File: src/verilog/core_pkg.sv
// basic data types shared by datapath and memories
package core_pkg;

    //////////////////////////////
    // word types
    //////////////////////////////

    // data word, alu operands and register contents
    typedef logic [31:0] word_t;

    // instruction word, kept apart from data words
    typedef logic [31:0] instr_t;

    // register index, 32 architectural registers
    typedef logic [4:0] reg_idx_t;

    //////////////////////////////
    // memory sizes
    //////////////////////////////

    // default depths in words
    parameter int IMEM_DEPTH = 256;
    parameter int DMEM_DEPTH = 256;

    // word index width of the program load port
    parameter int LOAD_ADDR_W = 8;

endpackage

File: src/verilog/isa_pkg.sv
// rv32i subset encodings and internal control codes
package isa_pkg;

    //////////////////////////////
    // major opcodes
    //////////////////////////////

    typedef enum logic [6:0] {
        OP_IMM    = 7'b0010011,
        OP_REG    = 7'b0110011,
        OP_LOAD   = 7'b0000011,
        OP_STORE  = 7'b0100011,
        OP_BRANCH = 7'b1100011,
        OP_JAL    = 7'b1101111
    } opcode_t;

    // funct3 for alu ops
    parameter logic [2:0] F3_ADD = 3'b000;
    parameter logic [2:0] F3_AND = 3'b111;

    // funct3 for branches
    parameter logic [2:0] F3_BEQ = 3'b000;
    parameter logic [2:0] F3_BNE = 3'b001;
    parameter logic [2:0] F3_BLT = 3'b100;
    parameter logic [2:0] F3_BGE = 3'b101;

    // funct7 of register ops, alt selects sub
    parameter logic [6:0] F7_BASE = 7'b0000000;
    parameter logic [6:0] F7_ALT  = 7'b0100000;

    //////////////////////////////
    // internal codes
    //////////////////////////////

    // immediate layouts
    typedef enum logic [1:0] {
        IMM_I,
        IMM_S,
        IMM_B,
        IMM_J
    } imm_fmt_t;

    // alu functions, compares return a flag in bit 0
    typedef enum logic [3:0] {
        ALU_ADD,
        ALU_SUB,
        ALU_AND,
        ALU_EQ,
        ALU_NE,
        ALU_LT,
        ALU_GE
    } alu_op_t;

    // sequential pc step in bytes
    parameter logic [31:0] INSTR_BYTES = 32'd4;

endpackage

File: src/verilog/program_counter.sv
`timescale 1ns/1ps

// pc register, byte address
module program_counter (
    input  logic            clk,
    input  logic            rst,
    input  logic            take_offset,
    input  core_pkg::word_t offset,
    output core_pkg::word_t pc
);

    // next pc, relative jump or sequential step
    core_pkg::word_t pc_next;

    assign pc_next = take_offset ? (pc + offset) : (pc + isa_pkg::INSTR_BYTES);

    always_ff @(posedge clk or posedge rst) begin
        if (rst) begin
            pc <= '0;
        end else begin
            pc <= pc_next;
        end
    end

    // fetch drops pc[1:0], so they must stay clear
    a_pc_aligned: assert property (
        @(posedge clk) disable iff (rst) pc[1:0] == 2'b00
    );

endmodule

File: config.mk
export PLATFORM = sky130hd
export DESIGN_NAME = program_counter
export DESIGN_NICKNAME = d
export VERILOG_FILES = /design/src/verilog/core_pkg.sv /design/src/verilog/isa_pkg.sv /design/src/verilog/program_counter.sv
export SDC_FILE = /design/constraint.sdc
export NUM_CORES = 1
export LEC_CHECK = 0
export BUFFER_PORTS_ARGS = -buffer_cell sky130_fd_sc_hd__buf_2
export CAP_MARGIN = 20
export CORE_MARGIN = 8
export CORE_UTILIZATION = 60
export CTS_CLUSTER_DIAMETER = 60
export CTS_CLUSTER_SIZE = 20
export DETAILED_ROUTE_END_ITERATION = 16
export HOLD_SLACK_MARGIN = 0.1
export MAX_ROUTING_LAYER = met4
export PLACE_DENSITY = 0.85
export SETUP_SLACK_MARGIN = 0.05
export SLEW_MARGIN = 10
export SYNTH_ARGS = -nofsm -noshare
export SYNTH_HDL_FRONTEND = slang
export SYNTH_SLANG_ARGS = --single-unit
File: constraint.sdc
create_clock -name clk -period 4.8 [get_ports clk]
set_clock_uncertainty 0.15 [all_clocks]
set_input_delay 0.24 -clock clk [delete_from_list [all_inputs] [get_ports clk]]
set_output_delay 0.24 -clock clk [all_outputs]
set_load 0.005 [all_outputs]
==> out/results.ini <==
[logic_synthesis]
synth.most_common_cell=nor2_1
synth_mux_area_frac=0.0321
synth_warnings=0
synth_edf_count=0
synth_top_family_by_area=compound AO/OA/AOI/OAI gates
ys_seq_area_frac=0.226
synthXorXnorAreaFrac=0.114
synth_top_area_cell=dfrtp_1
synth_top_area_share=0.226
synth_cells=449
syn-num-nets=517
synth_adder_area_share=0.119
ys_types=60
postSynthRegisterBits=32
ys.flop_type=dfrtp_1
synthArstFlopShare=1.00
synth_area_um2=3540
synth_compound_area_frac=0.249
avgSynthCellArea_um2=7.89
synthSimpleGateAreaFrac=0.226
synth_common_cells=nor2_1 (50), a21oi_1 (47), nand2_1 (41)
ys_top_cells_by_area=dfrtp_1 (23%), ha_1 (11%), a21oi_1 (6.6%), xor2_1 (5.9%), xnor2_1 (5.4%)

[status]
status=finished, final reports clean

[die]
die_h_um=92.9
fp.coreArea_um2=5820
io_pins=67
dieArea_um2=8620
num_rows=28
initial_core_util=0.609
die_x_um=92.9

[worst_setup_path]
cp.required_ns=4.83
arrival_ns=2.88
path_max_fanout=8
start_kind=flop
r2r_slack_ns=1.94
path_class=reg -> reg
endpoint_kind=flop

[drt]
met2_wirelength_um=4720
wl_per_cell_um=16.9
drc=0
top_layer=met4
drt_iter0_markers=256
ant_nets=0
dr_wl_met3_um=561
wl_met1_um=4420
first_pass_iters=5
vias=3598
wirelength_um=9850
routed_via_density=6.17

[sta]
rsz0062_at_grt=false
setup_tns_ns=0
hold_slack_ns=0.154
fin_ws_ns=1.94
maxSlewHeadroom=0.520
final-setup-viol-count=0
min_period_over_period=0.595
worst_pin_slew_ns=0.721
slew_viol_final=0
min_period_ns=2.86
hold_viol_final=0
fmax_mhz=350

[placement]
portBuffers=66
pre_cts_ws_ns=1.97
placed_cells=574
place.gp.congestion=0.950
dp_hpwl_um=7600

[cells_and_area]
final_nets=575
post_layout_nonfiller_instances=583
area_delta_synth_final_pct=14.3
drive_above_1_share=0.183
largest_reg_flops=32
n_antenna_cell=0
largestRegisters=pc: 32 flops
max_flop_register=pc

[global_route]
grt_remaining_overflow=0
grt_max_degree=71
antenna_found_initial=0
grt_pass1_vias=3399
grt_first_pass_wirelength_um=16000
grt_util_all_layers=0.231

[clock_network]
cts_buffers=5
cts.path.max_buffers=2
tritoncts=built
clkLatencyLatePin_ns=0.30
cts.sinks=32
cts_root_buf=clkbuf_8
clk_pin_slew_ns=0.07
htree_levels=2

[power]
irDropWorstVdd_mv=0.357
total_leakage_power_uw=0.00186
powerDensity_nw_per_um2=692

[flow_run]
cap_violations=0

[worst_hold_path]
min_path_type=in -> reg

## final timing paths
| check | cells past startpoint | end | from |
|---|---|---|---|
| worst max-delay path | 8 | pc[31] | pc[24] |
| worst min-delay path | 3 | pc[0] | offset[0] |
| worst max register to register | 8 | pc[31] | pc[24] |
| worst min register to register | 1 | pc[31] | pc[31] |
| max in group asynchronous | 4 | pc[24] | rst |
| min in group asynchronous | 4 | pc[5] | rst |
## layout make-up
type                       count  area (um2)
fill                         518        1770
clock buffer                   7        96.3
tap                           75        93.8
multi-input combinational    385        2620
inverter                      14        52.6
clock inverter                 1        30.0
sequential                    32         801
timing repair buffer          69         355
## power breakdown
part / total, uW / switching [uW] / internal (uW)
clock: 300 / 116 / 183
combinational: 1880 / 1070 / 811
sequential: 622 / 212 / 410
## cell families after synthesis
family | after synthesis
fa+ha+maj | 33
xor+xnor | 46
buf+inv | 32
flops | 32
compound gates | 134
simple gates | 161
mux | 11
## layout by cell type (no fill, tap or decap), types with 5 or more instances in the layout
| cell type | Yosys | routed |
|---|---|---|
| dfrtp_1 | 32 | 32 |
| clkbuf_8 | 0 | 7 |
| nand3_1 | 21 | 21 |
| buf_2 | 1 | 66 |
| inv_1 | 14 | 14 |
| nand4_1 | 13 | 13 |
| and3_1 | 5 | 5 |
| mux2i_1 | 8 | 8 |
| o21ai_1 | 7 | 7 |
| ha_1 | 32 | 32 |
| a21oi_1 | 47 | 47 |
| xor2_1 | 24 | 24 |
| nand2_1 | 41 | 41 |
| o21ai_0 | 21 | 21 |
| o21bai_1 | 5 | 5 |
| nor2_1 | 50 | 50 |
| a21o_1 | 16 | 16 |
| xnor2_1 | 22 | 22 |
## metal layers
metal | vias to the layer above | track usage
li1 | 1766 | -
met1 | 1692 | 0.285
met2 | 121 | 0.373
met3 | 19 | 0.0453
met4 | 0 | 0.0631
met5 | - | -
## per-stage QoR
step	total power, uW	util	cell area, um2
final	2800	0.696	4050
after global placement	2420	0.673	3910
after global routing	3030	0.696	4050
after CTS	2780	0.696	4050
after detailed placement	2470	0.673	3910
after floorplan	1970	-	3540
## what timing repair did
action,CTS,global route
resized for setup,0,0
endpoints found under the setup margin,0,0
hold buffers,1,0
buffers inserted,0,0
hold endpoints to repair,32,0
## worst max-delay path, stage by stage (launching register included)
cell,delay [ns]
dfrtp_1,0.46
ha_1,0.42
a21o_1,0.24
a31o_1,0.23
a221oi_1,0.46
mux2_2,0.41
a21oi_1,0.19
a211oi_2,0.06
xnor2_1,0.13
Power figures use the tool's default switching activity.
