File: src/verilog/core_pkg.sv
// basic data types shared by datapath and memories
package core_pkg;

    //////////////////////////////
    // word types
    //////////////////////////////

    // data word, alu operands and register contents
    typedef logic [31:0] word_t;

    // instruction word, kept apart from data words
    typedef logic [31:0] instr_t;

    // register index, 32 architectural registers
    typedef logic [4:0] reg_idx_t;

    //////////////////////////////
    // memory sizes
    //////////////////////////////

    // default depths in words
    parameter int IMEM_DEPTH = 256;
    parameter int DMEM_DEPTH = 256;

    // word index width of the program load port
    parameter int LOAD_ADDR_W = 8;

endpackage

File: src/verilog/reg_file.sv
`timescale 1ns/1ps

// 32 x 32 register file
// two async read ports, one sync write port
module reg_file (
    input  logic               clk,
    input  logic               rst,
    input  logic               we,
    input  core_pkg::reg_idx_t rs1,
    input  core_pkg::reg_idx_t rs2,
    input  core_pkg::reg_idx_t rd,
    input  core_pkg::word_t    wdata,
    output core_pkg::word_t    rdata1,
    output core_pkg::word_t    rdata2
);

    core_pkg::word_t regs [32];

    //////////////////////////////
    // write port
    //////////////////////////////

    // reset clears every register
    // writes aimed at x0 are dropped
    always_ff @(posedge clk or posedge rst) begin
        if (rst) begin
            for (int i = 0; i < 32; i++) begin
                regs[i] <= '0;
            end
        end else if (we && (rd != '0)) begin
            regs[rd] <= wdata;
        end
    end

    //////////////////////////////
    // read ports
    //////////////////////////////

    // x0 forced to zero on both ports
    assign rdata1 = (rs1 == '0) ? '0 : regs[rs1];
    assign rdata2 = (rs2 == '0) ? '0 : regs[rs2];

    // stored x0 never drifts from zero across the run
    a_x0_zero: assert property (
        @(posedge clk) disable iff (rst) regs[0] == '0
    );

endmodule

File: config.mk
export PLATFORM = sky130hd
export DESIGN_NAME = reg_file
export DESIGN_NICKNAME = d
export VERILOG_FILES = /design/src/verilog/core_pkg.sv /design/src/verilog/reg_file.sv
export SDC_FILE = /design/constraint.sdc
export NUM_CORES = 2
export LEC_CHECK = 0
export ABC_CLOCK_PERIOD_IN_PS = 34300
export BUFFER_PORTS_ARGS = -buffer_cell sky130_fd_sc_hd__buf_2
export CAP_MARGIN = 15
export CORE_ASPECT_RATIO = 1.25
export CORE_UTILIZATION = 30
export CTS_CLUSTER_SIZE = 40
export DETAILED_ROUTE_END_ITERATION = 7
export GPL_TIMING_DRIVEN = 0
export HOLD_SLACK_MARGIN = 0.03
export MAX_ROUTING_LAYER = met4
export PLACE_DENSITY = 0.55
export SYNTH_ARGS = -nofsm -noshare
export SYNTH_HDL_FRONTEND = slang
export SYNTH_SLANG_ARGS = --single-unit
File: constraint.sdc
create_clock -name clk -period 34.3 [get_ports clk]
set_input_delay 5.145 -clock clk [delete_from_list [all_inputs] [get_ports clk]]
set_output_delay 5.145 -clock clk [all_outputs]
set_load 0.005 [all_outputs]
==> results.md <==
- # rows: 174
- Status: complete, no violations
- Avg Cell Area, Syn: 14.82 um2
- Synth Area in Compound Gates: 4.465%
- Hpwl dp: 173.8 mm
- Seq pwr share: 43.1%
- Core footprint: 0.1805 mm2
- Vias in the first global route: 38,730
- Final core occ: 34.99%
- P per Cell Area: 59.67 mW/mm2
- RSZ-0062 raised after global routing: false
- Max-slew headroom: 9.349%
- Worst-path fanout max: 12
- Area delta synth->final: 15.39%
- Max reg flops: 1,024
- Netlist cell types: 48
- VDD IR max: 39.49 uV
- Final-report max-slew violation count: 0
- Crit path time final: 14.90 ns
- FF+latch count, synth: 1,024
- Kind of critical path: input port to output port
- Top flop regs: regs (1024)
- Number of buffers created by CTS: 110
- Clk pwr share: 35.7%
- Routed Wire Length: 244.9 mm
- Gate power share: 21.3%
- # setup viols final: 0
- Req. time, crit path: 29.15 ns
- Worst-skew pair later-pin latency: 0.74 ns
- Wirelength per Cell: 37.89 um
- I/O pins: 114
- Top post-synthesis cells by area: dfrtp_1 (47%), mux2_2 (21%), mux4_2 (16%)
- CTS tree: yes
- Die ar.: 0.1842 mm2
- Syn Std Cell Area: 0.05473 mm2
- Die Y: 479.6 um
- Setup bufs post-CTS: 0
- Largest reg by FF count: regs
- CTS resizes: 0
- Share of the synthesized area in the top cell type: 46.82%
- Highest Clock Rate: 0.06709 GHz
- First-pass GRT wire length: 332.8 mm
- GPL Wtd Cong: 0.9864
- Vias: 38,850
- Vias per cell: 6.011
- Largest net degree at the start of global routing: 127
- Total gr overflow: 0
- Tot Pwr: 3.769 mW
- Ys flop type: dfrtp_1
- Post-synthesis adder-cell area fraction: 0%
- Main combinational cell family by area after synthesis: multiplexers
- Antenna viol nets, final: 0
- Mux cell area share after synthesis: 42.63%
- Post-synth EDFFs: 0
- Ratio of cells with drive above 1 in the final layout: 47.97%
- HP Class: flop to flop
- GRT Total Usage: 27.09%
- Post-Synth Simple-Gate Area: 2.055%
- Starting Density: 30.33%
- # H-tree levels: 3
- Critical Path Sink Type: output port
- Max-cap violations: 0
- Initial antenna violation count: 29
- CTS root buf: clkbuf_16
- Synth Instances: 3,692
- Synth Area in XOR/XNOR: 0%
- Placed Area: 0.05901 mm2
- LEAKAGE: 27.08 nW
- Width of the die: 384.0 um
- Critical path launch point type: input port
- Share of the yosys chip area belonging to registers: 46.82%
- TritonRoute pass-1 iters: 8
- DRC: 0
- CTS sink count: 1,024
- Fin. Hold Viols: 0
- Setup total negative slack: 0 ns
- Worst-margin pin slew: 1.360 ns
- Hold Buf Count CTS: 0
- DR iter-0 viols: 5,008
- CP arrival: 9.76 ns
- Final net count: 4,013
- CTS max path bufs: 3
- Filler Cells Inserted: 17,400
- Net Sw Power: 1.096 mW
- Async SR Flop Fraction: 100.0%
- Final hold slack: 0.4884 ns
- Sw Share: 29.08%
- Mapped Nets: 3,742
- Clock-pin slew on the worst setup and hold paths: 0.06 ns
- Fin crit share: 43.45%
- Synth area leader: dfrtp_1
- P_int: 2.673 mW
- Final Skew: 0 ns
- Yosys warnings: 0
- Finished Cell Area: 0.06315 mm2
- I/O Buffers: 107
## synthesized netlist by cell type (34+ instances only)
cell type	n
a21oi_1	43
mux2_2	1037
a211oi_1	37
mux4_2	397
clkbuf_1	225
dfrtp_1	1024
buf_2	85
a22o_1	42
nand2_1	41
buf_1	49
buf_6	34
nor2b_1	42
a22oi_1	77
o22ai_1	40
mux2i_1	271
## power groups by stage
stage	clock (mW)	combinational, mW	sequential [mW]
floorplan	0	0.559	1.57
global placement	0	0.762	1.63
detailed placement	0	0.785	1.63
CTS	1.35	0.788	1.61
global route	1.39	0.837	1.65
finish	1.34	0.802	1.62
## per-stage QoR
| step | setup slack [ns] | cells |
|---|---|---|
| finish | 19.40 | 6463 |
| global route | 19.55 | 6447 |
| CTS | 19.63 | 6428 |
| detailed placement | 19.64 | 6222 |
| global placement | -12.09 | 6175 |
| floorplan | 0.3385 | 3692 |
## area by class of cell
type / count / area (um2) / share of cell area, %
multi-input cells: 2238 / 26910 / 42.62
repair buffers: 159 / 1325 / 2.098
well taps: 2376 / 2973 / 4.707
clock buffers: 166 / 3328 / 5.270
plain buffers: 427 / 2211 / 3.501
clock inverters: 40 / 684.4 / 1.084
diodes: 30 / 75.07 / 0.1189
flip-flops and latches: 1024 / 25620 / 40.57
inverters: 3 / 18.77 / 0.02972
## layer usage
layer | vias to the layer above | part of all wire, % | global-route usage (%) | routed length [um]
li1 | 14830 | - | - | -
met1 | 20900 | 38 | 32.83 | 93840
met2 | 2406 | 45 | 40.06 | 109700
met3 | 705 | 9.6 | 7.038 | 23470
met4 | 0 | 7.3 | 16.97 | 17820
met5 | - | 0 | - | 0
## layout by cell type (no fill, tap or decap), types with 12 or more instances in the layout
cell type     n
clkbuf_1    239
a2111oi_0    21
a22o_1       42
nand3_1      12
a211oi_1     37
dfrtp_1    1024
o32ai_1      16
nor3_1       33
mux2_2     1037
and2_1       19
mux2i_1     271
a22oi_1      77
mux4_2      397
diode_2      30
buf_2       202
buf_1        49
clkbuf_8     28
a21oi_1      43
buf_16       12
nor2b_1      42
buf_4        20
o22ai_1      40
buf_8        29
nand2_1      41
o221ai_1     21
nor2_1       21
buf_6        36
clkbuf_16   114
clkinv_2     14
bufinv_16    18
nor4_1       16
## final timing paths
check | start | end | slack [ns] | cells after the start
worst max-delay path | rs2[3] | rdata2[19] | 19.40 | 8
worst min-delay path | regs[1010]$_DFFE_PP0P_ | regs[1010]$_DFFE_PP0P_ | 0.49 | 1
worst max register to register | regs[727]$_DFFE_PP0P_ | regs[727]$_DFFE_PP0P_ | 33.46 | 1
worst min register to register | regs[1010]$_DFFE_PP0P_ | regs[1010]$_DFFE_PP0P_ | 0.49 | 1
max in group asynchronous | rst | regs[306]$_DFFE_PP0P_ | 27.06 | 6
min in group asynchronous | rst | regs[20]$_DFFE_PP0P_ | 4.51 | 2
## logic make-up (layout without fill, tap and decap cells)
kind of cell / Yosys count / after routing
muxes: 1705 / 1705
DFF: 1024 / 1024
buffers and inverters: 430 / 795
AOI/OAI and AO/OA: 326 / 326
and+or+nand+nor: 207 / 207
other: 0 / 30
## worst max-delay path, stage by stage
cell and delay [ns]:
buf_2 0.18, buf_2 0.56, buf_2 0.70, nand2_1 0.72, clkbuf_1 0.72, o32ai_1 1.17, nor4_1 0.30, buf_2 0.23
Power figures use the tool's default switching activity.
