File: src/verilog/core_pkg.sv
// basic data types shared by datapath and memories
package core_pkg;

    //////////////////////////////
    // word types
    //////////////////////////////

    // data word, alu operands and register contents
    typedef logic [31:0] word_t;

    // instruction word, kept apart from data words
    typedef logic [31:0] instr_t;

    // register index, 32 architectural registers
    typedef logic [4:0] reg_idx_t;

    //////////////////////////////
    // memory sizes
    //////////////////////////////

    // default depths in words
    parameter int IMEM_DEPTH = 256;
    parameter int DMEM_DEPTH = 256;

    // word index width of the program load port
    parameter int LOAD_ADDR_W = 8;

endpackage

File: src/verilog/isa_pkg.sv
// rv32i subset encodings and internal control codes
package isa_pkg;

    //////////////////////////////
    // major opcodes
    //////////////////////////////

    typedef enum logic [6:0] {
        OP_IMM    = 7'b0010011,
        OP_REG    = 7'b0110011,
        OP_LOAD   = 7'b0000011,
        OP_STORE  = 7'b0100011,
        OP_BRANCH = 7'b1100011,
        OP_JAL    = 7'b1101111
    } opcode_t;

    // funct3 for alu ops
    parameter logic [2:0] F3_ADD = 3'b000;
    parameter logic [2:0] F3_AND = 3'b111;

    // funct3 for branches
    parameter logic [2:0] F3_BEQ = 3'b000;
    parameter logic [2:0] F3_BNE = 3'b001;
    parameter logic [2:0] F3_BLT = 3'b100;
    parameter logic [2:0] F3_BGE = 3'b101;

    // funct7 of register ops, alt selects sub
    parameter logic [6:0] F7_BASE = 7'b0000000;
    parameter logic [6:0] F7_ALT  = 7'b0100000;

    //////////////////////////////
    // internal codes
    //////////////////////////////

    // immediate layouts
    typedef enum logic [1:0] {
        IMM_I,
        IMM_S,
        IMM_B,
        IMM_J
    } imm_fmt_t;

    // alu functions, compares return a flag in bit 0
    typedef enum logic [3:0] {
        ALU_ADD,
        ALU_SUB,
        ALU_AND,
        ALU_EQ,
        ALU_NE,
        ALU_LT,
        ALU_GE
    } alu_op_t;

    // sequential pc step in bytes
    parameter logic [31:0] INSTR_BYTES = 32'd4;

endpackage

File: src/verilog/decoder.sv
`timescale 1ns/1ps

// instruction decode, control lines plus immediate
module decoder (
    input  core_pkg::instr_t   instr,
    output core_pkg::reg_idx_t rs1,
    output core_pkg::reg_idx_t rs2,
    output core_pkg::reg_idx_t rd,
    output isa_pkg::alu_op_t   alu_op,
    output logic               alu_src_imm,
    output logic               reg_we,
    output logic               mem_we,
    output logic               wb_from_mem,
    output logic               pc_redirect,
    output core_pkg::word_t    imm
);

    logic [6:0]        opcode;
    logic [2:0]        funct3;
    logic [6:0]        funct7;
    isa_pkg::imm_fmt_t imm_fmt;

    //////////////////////////////
    // fixed fields
    //////////////////////////////

    assign opcode = instr[6:0];
    assign funct3 = instr[14:12];
    assign funct7 = instr[31:25];

    // register fields sit in the same place for every format
    assign rs1 = instr[19:15];
    assign rs2 = instr[24:20];
    assign rd  = instr[11:7];

    //////////////////////////////
    // control decode
    //////////////////////////////

    always_comb begin
        // defaults, nothing written, pc steps
        alu_op      = isa_pkg::ALU_ADD;
        alu_src_imm = 1'b0;
        reg_we      = 1'b0;
        mem_we      = 1'b0;
        wb_from_mem = 1'b0;
        pc_redirect = 1'b0;
        imm_fmt     = isa_pkg::IMM_I;
        case (opcode)
            isa_pkg::OP_IMM: begin
                alu_src_imm = 1'b1;
                if (funct3 == isa_pkg::F3_ADD) begin
                    reg_we = 1'b1;
                end else if (funct3 == isa_pkg::F3_AND) begin
                    alu_op = isa_pkg::ALU_AND;
                    reg_we = 1'b1;
                end
            end
            isa_pkg::OP_REG: begin
                // add, sub, and only
                if (funct7 == isa_pkg::F7_BASE && funct3 == isa_pkg::F3_ADD) begin
                    reg_we = 1'b1;
                end else if (funct7 == isa_pkg::F7_ALT && funct3 == isa_pkg::F3_ADD) begin
                    alu_op = isa_pkg::ALU_SUB;
                    reg_we = 1'b1;
                end else if (funct7 == isa_pkg::F7_BASE && funct3 == isa_pkg::F3_AND) begin
                    alu_op = isa_pkg::ALU_AND;
                    reg_we = 1'b1;
                end
            end
            // lw, address is rs1 + imm
            isa_pkg::OP_LOAD: begin
                alu_src_imm = 1'b1;
                reg_we      = 1'b1;
                wb_from_mem = 1'b1;
            end
            // sw, store data comes from rs2
            isa_pkg::OP_STORE: begin
                alu_src_imm = 1'b1;
                mem_we      = 1'b1;
                imm_fmt     = isa_pkg::IMM_S;
            end
            isa_pkg::OP_BRANCH: begin
                imm_fmt     = isa_pkg::IMM_B;
                pc_redirect = 1'b1;
                case (funct3)
                    isa_pkg::F3_BEQ: alu_op = isa_pkg::ALU_EQ;
                    isa_pkg::F3_BNE: alu_op = isa_pkg::ALU_NE;
                    isa_pkg::F3_BLT: alu_op = isa_pkg::ALU_LT;
                    isa_pkg::F3_BGE: alu_op = isa_pkg::ALU_GE;
                    // unsupported compare, never taken
                    default: pc_redirect = 1'b0;
                endcase
            end
            // jal, no link write in this core
            isa_pkg::OP_JAL: begin
                imm_fmt     = isa_pkg::IMM_J;
                pc_redirect = 1'b1;
            end
            default: begin
            end
        endcase
    end

    //////////////////////////////
    // immediate generation
    //////////////////////////////

    always_comb begin
        case (imm_fmt)
            isa_pkg::IMM_S: imm = {{20{instr[31]}}, instr[31:25], instr[11:7]};
            // branch offsets are even, bit 0 implied
            isa_pkg::IMM_B: imm = {{20{instr[31]}}, instr[7], instr[30:25],
                                   instr[11:8], 1'b0};
            isa_pkg::IMM_J: imm = {{12{instr[31]}}, instr[19:12], instr[20],
                                   instr[30:21], 1'b0};
            default:        imm = {{20{instr[31]}}, instr[31:20]};
        endcase
    end

    // a single instruction targets either the register file or memory
    always_comb begin
        a_one_write_target: assert (!(reg_we && mem_we));
    end

endmodule

File: config.mk
export PLATFORM = sky130hd
export DESIGN_NAME = decoder
export DESIGN_NICKNAME = d
export VERILOG_FILES = /design/src/verilog/core_pkg.sv /design/src/verilog/isa_pkg.sv /design/src/verilog/decoder.sv
export SDC_FILE = /design/constraint.sdc
export NUM_CORES = 1
export LEC_CHECK = 0
export ABC_CLOCK_PERIOD_IN_PS = 1800
export BUFFER_PORTS_ARGS = -buffer_cell sky130_fd_sc_hd__buf_2
export CAP_MARGIN = 20
export CORE_ASPECT_RATIO = 0.7
export CORE_UTILIZATION = 31
export DETAILED_ROUTE_END_ITERATION = 16
export PLACE_DENSITY = 0.86
export SYNTH_ARGS = -nofsm -noshare
export SYNTH_HDL_FRONTEND = slang
export SYNTH_SLANG_ARGS = --single-unit
File: constraint.sdc
create_clock -name vclk -period 1.8
set_input_delay 0.09 -clock vclk [all_inputs]
set_output_delay 0.09 -clock vclk [all_outputs]
set_load 0.1 [all_outputs]
==> summary.md <==
| Metric | Value |
|---|---|
| Run status | `complete, but fails checks` |
| Failing checks | `negative setup slack` |
| Hold WC Path Type | `in2out` |
| Layout fillers | `149` |
| Met3 usage | `1.57%` |
| Max-slew violations | `0` |
| Area Growth Syn to Fin | `83.4%` |
| Leak | `0.000588 uW` |
| Maxcap violations | `0` |
| CP Cell Sequence | `buf_6 > or4_4 > or4_1 > a211o_1 > o31ai_4 > buf_12` |
| Post-layout util | `64.8%` |
| Hold buffer count at CTS | `0` |
| Worst-Margin Slew | `0.534 ns` |
| Startpoint types | `input pin` |
| Core box area | `1680 sq um` |
| Vias/cell | `4.73` |
| Worst EP arrival | `1.76 ns` |
| Slew HR | `64.4%` |
| Cell Area, Synth | `594 sq um` |
| Pwr dens | `575 nW/um^2` |
| Mapped Nets | `116` |
| CP Capture Type | `primary output` |
| DPL Wire Length | `1650 um` |
| Routed WL | `1870 um` |
| Delay of the slowest cell on the worst path | `0.52 ns` |
| Tmin final | `1.85 ns` |
| Vias in the first global route | `615` |
| Critical path type | `in2out` |
| Placed cell areas | `1060 sq um` |
| Most used routing layer in global routing | `met2` |
| Internal | `115 uW` |
| Worst VDD drop | `0.435 mV` |
| Detailed Routing Iterations Pass 1 | `4` |
| Ratio of cells with drive above 1 in the final layout | `73.6%` |
| Largest net degree at the start of global routing | `15` |
| Setup violators final | `2` |
| Worst hold start | `instr[6]` |
| CP Buf/Inv Count | `2` |
| Per-cell routed wire length | `11.6 um` |
| Crit path from | `instr[31]` |
| Yosys warns | `0` |
| Seq cells | `0` |
| Period utilization | `103%` |
| Initial antenna violation count | `0` |
| CP Capture Point | `reg_we` |
| Final Non-Filler Cells | `161` |
| Die H | `38.6 um` |
| Req. time, crit path | `1.71 ns` |
| First-pass GRT wire length | `2670 um` |
| Number of port buffers | `87` |
| Vias post-DR | `762` |
| # DRC | `0` |
| Comb pwr share | `100.0%` |
| Clk pwr share | `0%` |
| Met1 usage | `17.8%` |
| Final hold vios | `0` |
| N_diodes | `0` |
| Register Area | `0 sq um` |
| GRT Total Usage | `17.0%` |
| Cell area after layout | `1090 sq um` |
| Psw | `511 uW` |
| Sw frac | `81.6%` |
| Place WS | `-0.111 ns` |
| Initial DRC count | `9` |
| Cell count along the critical path | `6` |
| Gpl congestion | `0.685` |
| Final setup margin | `-0.0531 ns` |
| Top-Level Pins | `88` |
| Part of the power in registers | `0%` |
| Initial Util | `35.3%` |
| Clkbuf count | `0` |
| Die X | `54.3 um` |
| Maximum clock rate | `540 MHz` |
| CP max stage cell | `or4_4` |
| TNS Setup | `-0.0921 ns` |
| Die area | `2100 sq um` |
| RSZ-0062 raised after global routing | `yes` |
| GR met2 Demand/Resource | `36.9%` |
| Synth unique cells | `29` |
| Seq/Total Area, Yosys | `0%` |
| Total gr overflow | `0` |
| CP Max Fanout | `2` |
| Routed Antenna Nets | `0` |
| Final #Nets | `174` |
| Rows | `12` |
| DP Cell Count | `160` |
| Synth Instances | `84` |
| Delay-heaviest family, CP | `simple AND/OR/NAND/NOR gates` |
| Mean area per synthesized cell | `7.08 sq um` |
[cell usage in the layout (no fill, tap or decap), types with 2 or more instances in the layout]
cell	count
nor2b_1	2
nand3b_1	2
nor2_1	3
nor3_1	2
nand4_1	2
a21o_1	8
o21ai_4	2
buf_12	12
buf_2	73
mux2_1	4
buf_4	6
buf_6	2
nor2_2	2
[layout make-up]
class | count | area (sq um) | share of cell area (%)
well taps | 21 | 26.3 | 2.41
multi-input cells | 47 | 390 | 35.8
repair buffers | 93 | 673 | 61.8
[worst min path at each step]
stage	depth (start not counted)	to	slack, ns
global route	2	imm[6]	0.56
detailed placement	3	mem_we	0.54
global placement	3	mem_we	0.53
CTS	3	mem_we	0.54
floorplan	1	wb_from_mem	0.29
finish	3	mem_we	0.54
[cell usage after synthesis (all sizes together)]
master	count	share of area, %
a211o	1	1.5
a21boi	1	1.3
a21o	8	10
a21oi	1	0.84
a221o	1	1.7
and3	1	1.1
buf	34	43
clkbuf	3	1.9
conb	1	0.63
mux2	4	7.6
nand2b	1	1.1
nand3	1	0.84
nand3b	2	2.5
nand4	2	2.1
nand4bb	1	1.9
nor2	5	3.2
nor2b	2	2.1
nor3	3	2.5
nor3b	1	1.3
o21ai	3	2.5
o22ai	1	1.1
o31ai	1	1.3
or2	1	1.1
or3	1	1.1
or3b	1	1.5
or4	2	3.2
xor2	1	1.5
[power groups by stage]
stage / combinational (uW) / sequential (uW) / clock [uW]
floorplan: 535 / 0 / 0
global placement: 617 / 0 / 0
detailed placement: 623 / 0 / 0
CTS: 626 / 0 / 0
global route: 646 / 0 / 0
finish: 626 / 0 / 0
[routing by layer]
metal / wire (um) / part of all wire, % / vias up
met1: 668 / 36 / 339
li1: - / - / 373
met4: 0 / 0 / 0
met2: 1010 / 54 / 50
met3: 188 / 10 / 0
met5: 0 / 0 / -
[repair_timing]
item,CTS,global route
hold endpoints to repair,0,0
setup endpoints to repair,2,2
buffers inserted,0,1
gates resized for setup,2,1
pin swaps,1,0
[through the flow]
| stage | power [uW] | hold slack [ns] |
|---|---|---|
| 2_1_floorplan | 535 | 0.287 |
| 3_3_place_gp | 617 | 0.532 |
| 3_5_place_dp | 623 | 0.543 |
| 4_1_cts | 626 | 0.544 |
| 5_1_grt | 646 | 0.556 |
| 6_report | 626 | 0.540 |
[cell families (layout without fill, tap and decap cells)]
logic type             Yosys count  in the layout  share of synthesized area (%)
AO/OA/AOI/OAI                   17             17                           20.2
XOR/XNOR                         1              1                           1.47
buffers and inverters           37             93                           44.8
multiplexers                     4              4                           7.58
other                            1              1                          0.631
AND/OR/NAND/NOR                 24             24                           25.3
No activity file was read; power rests on OpenSTA's default activity.
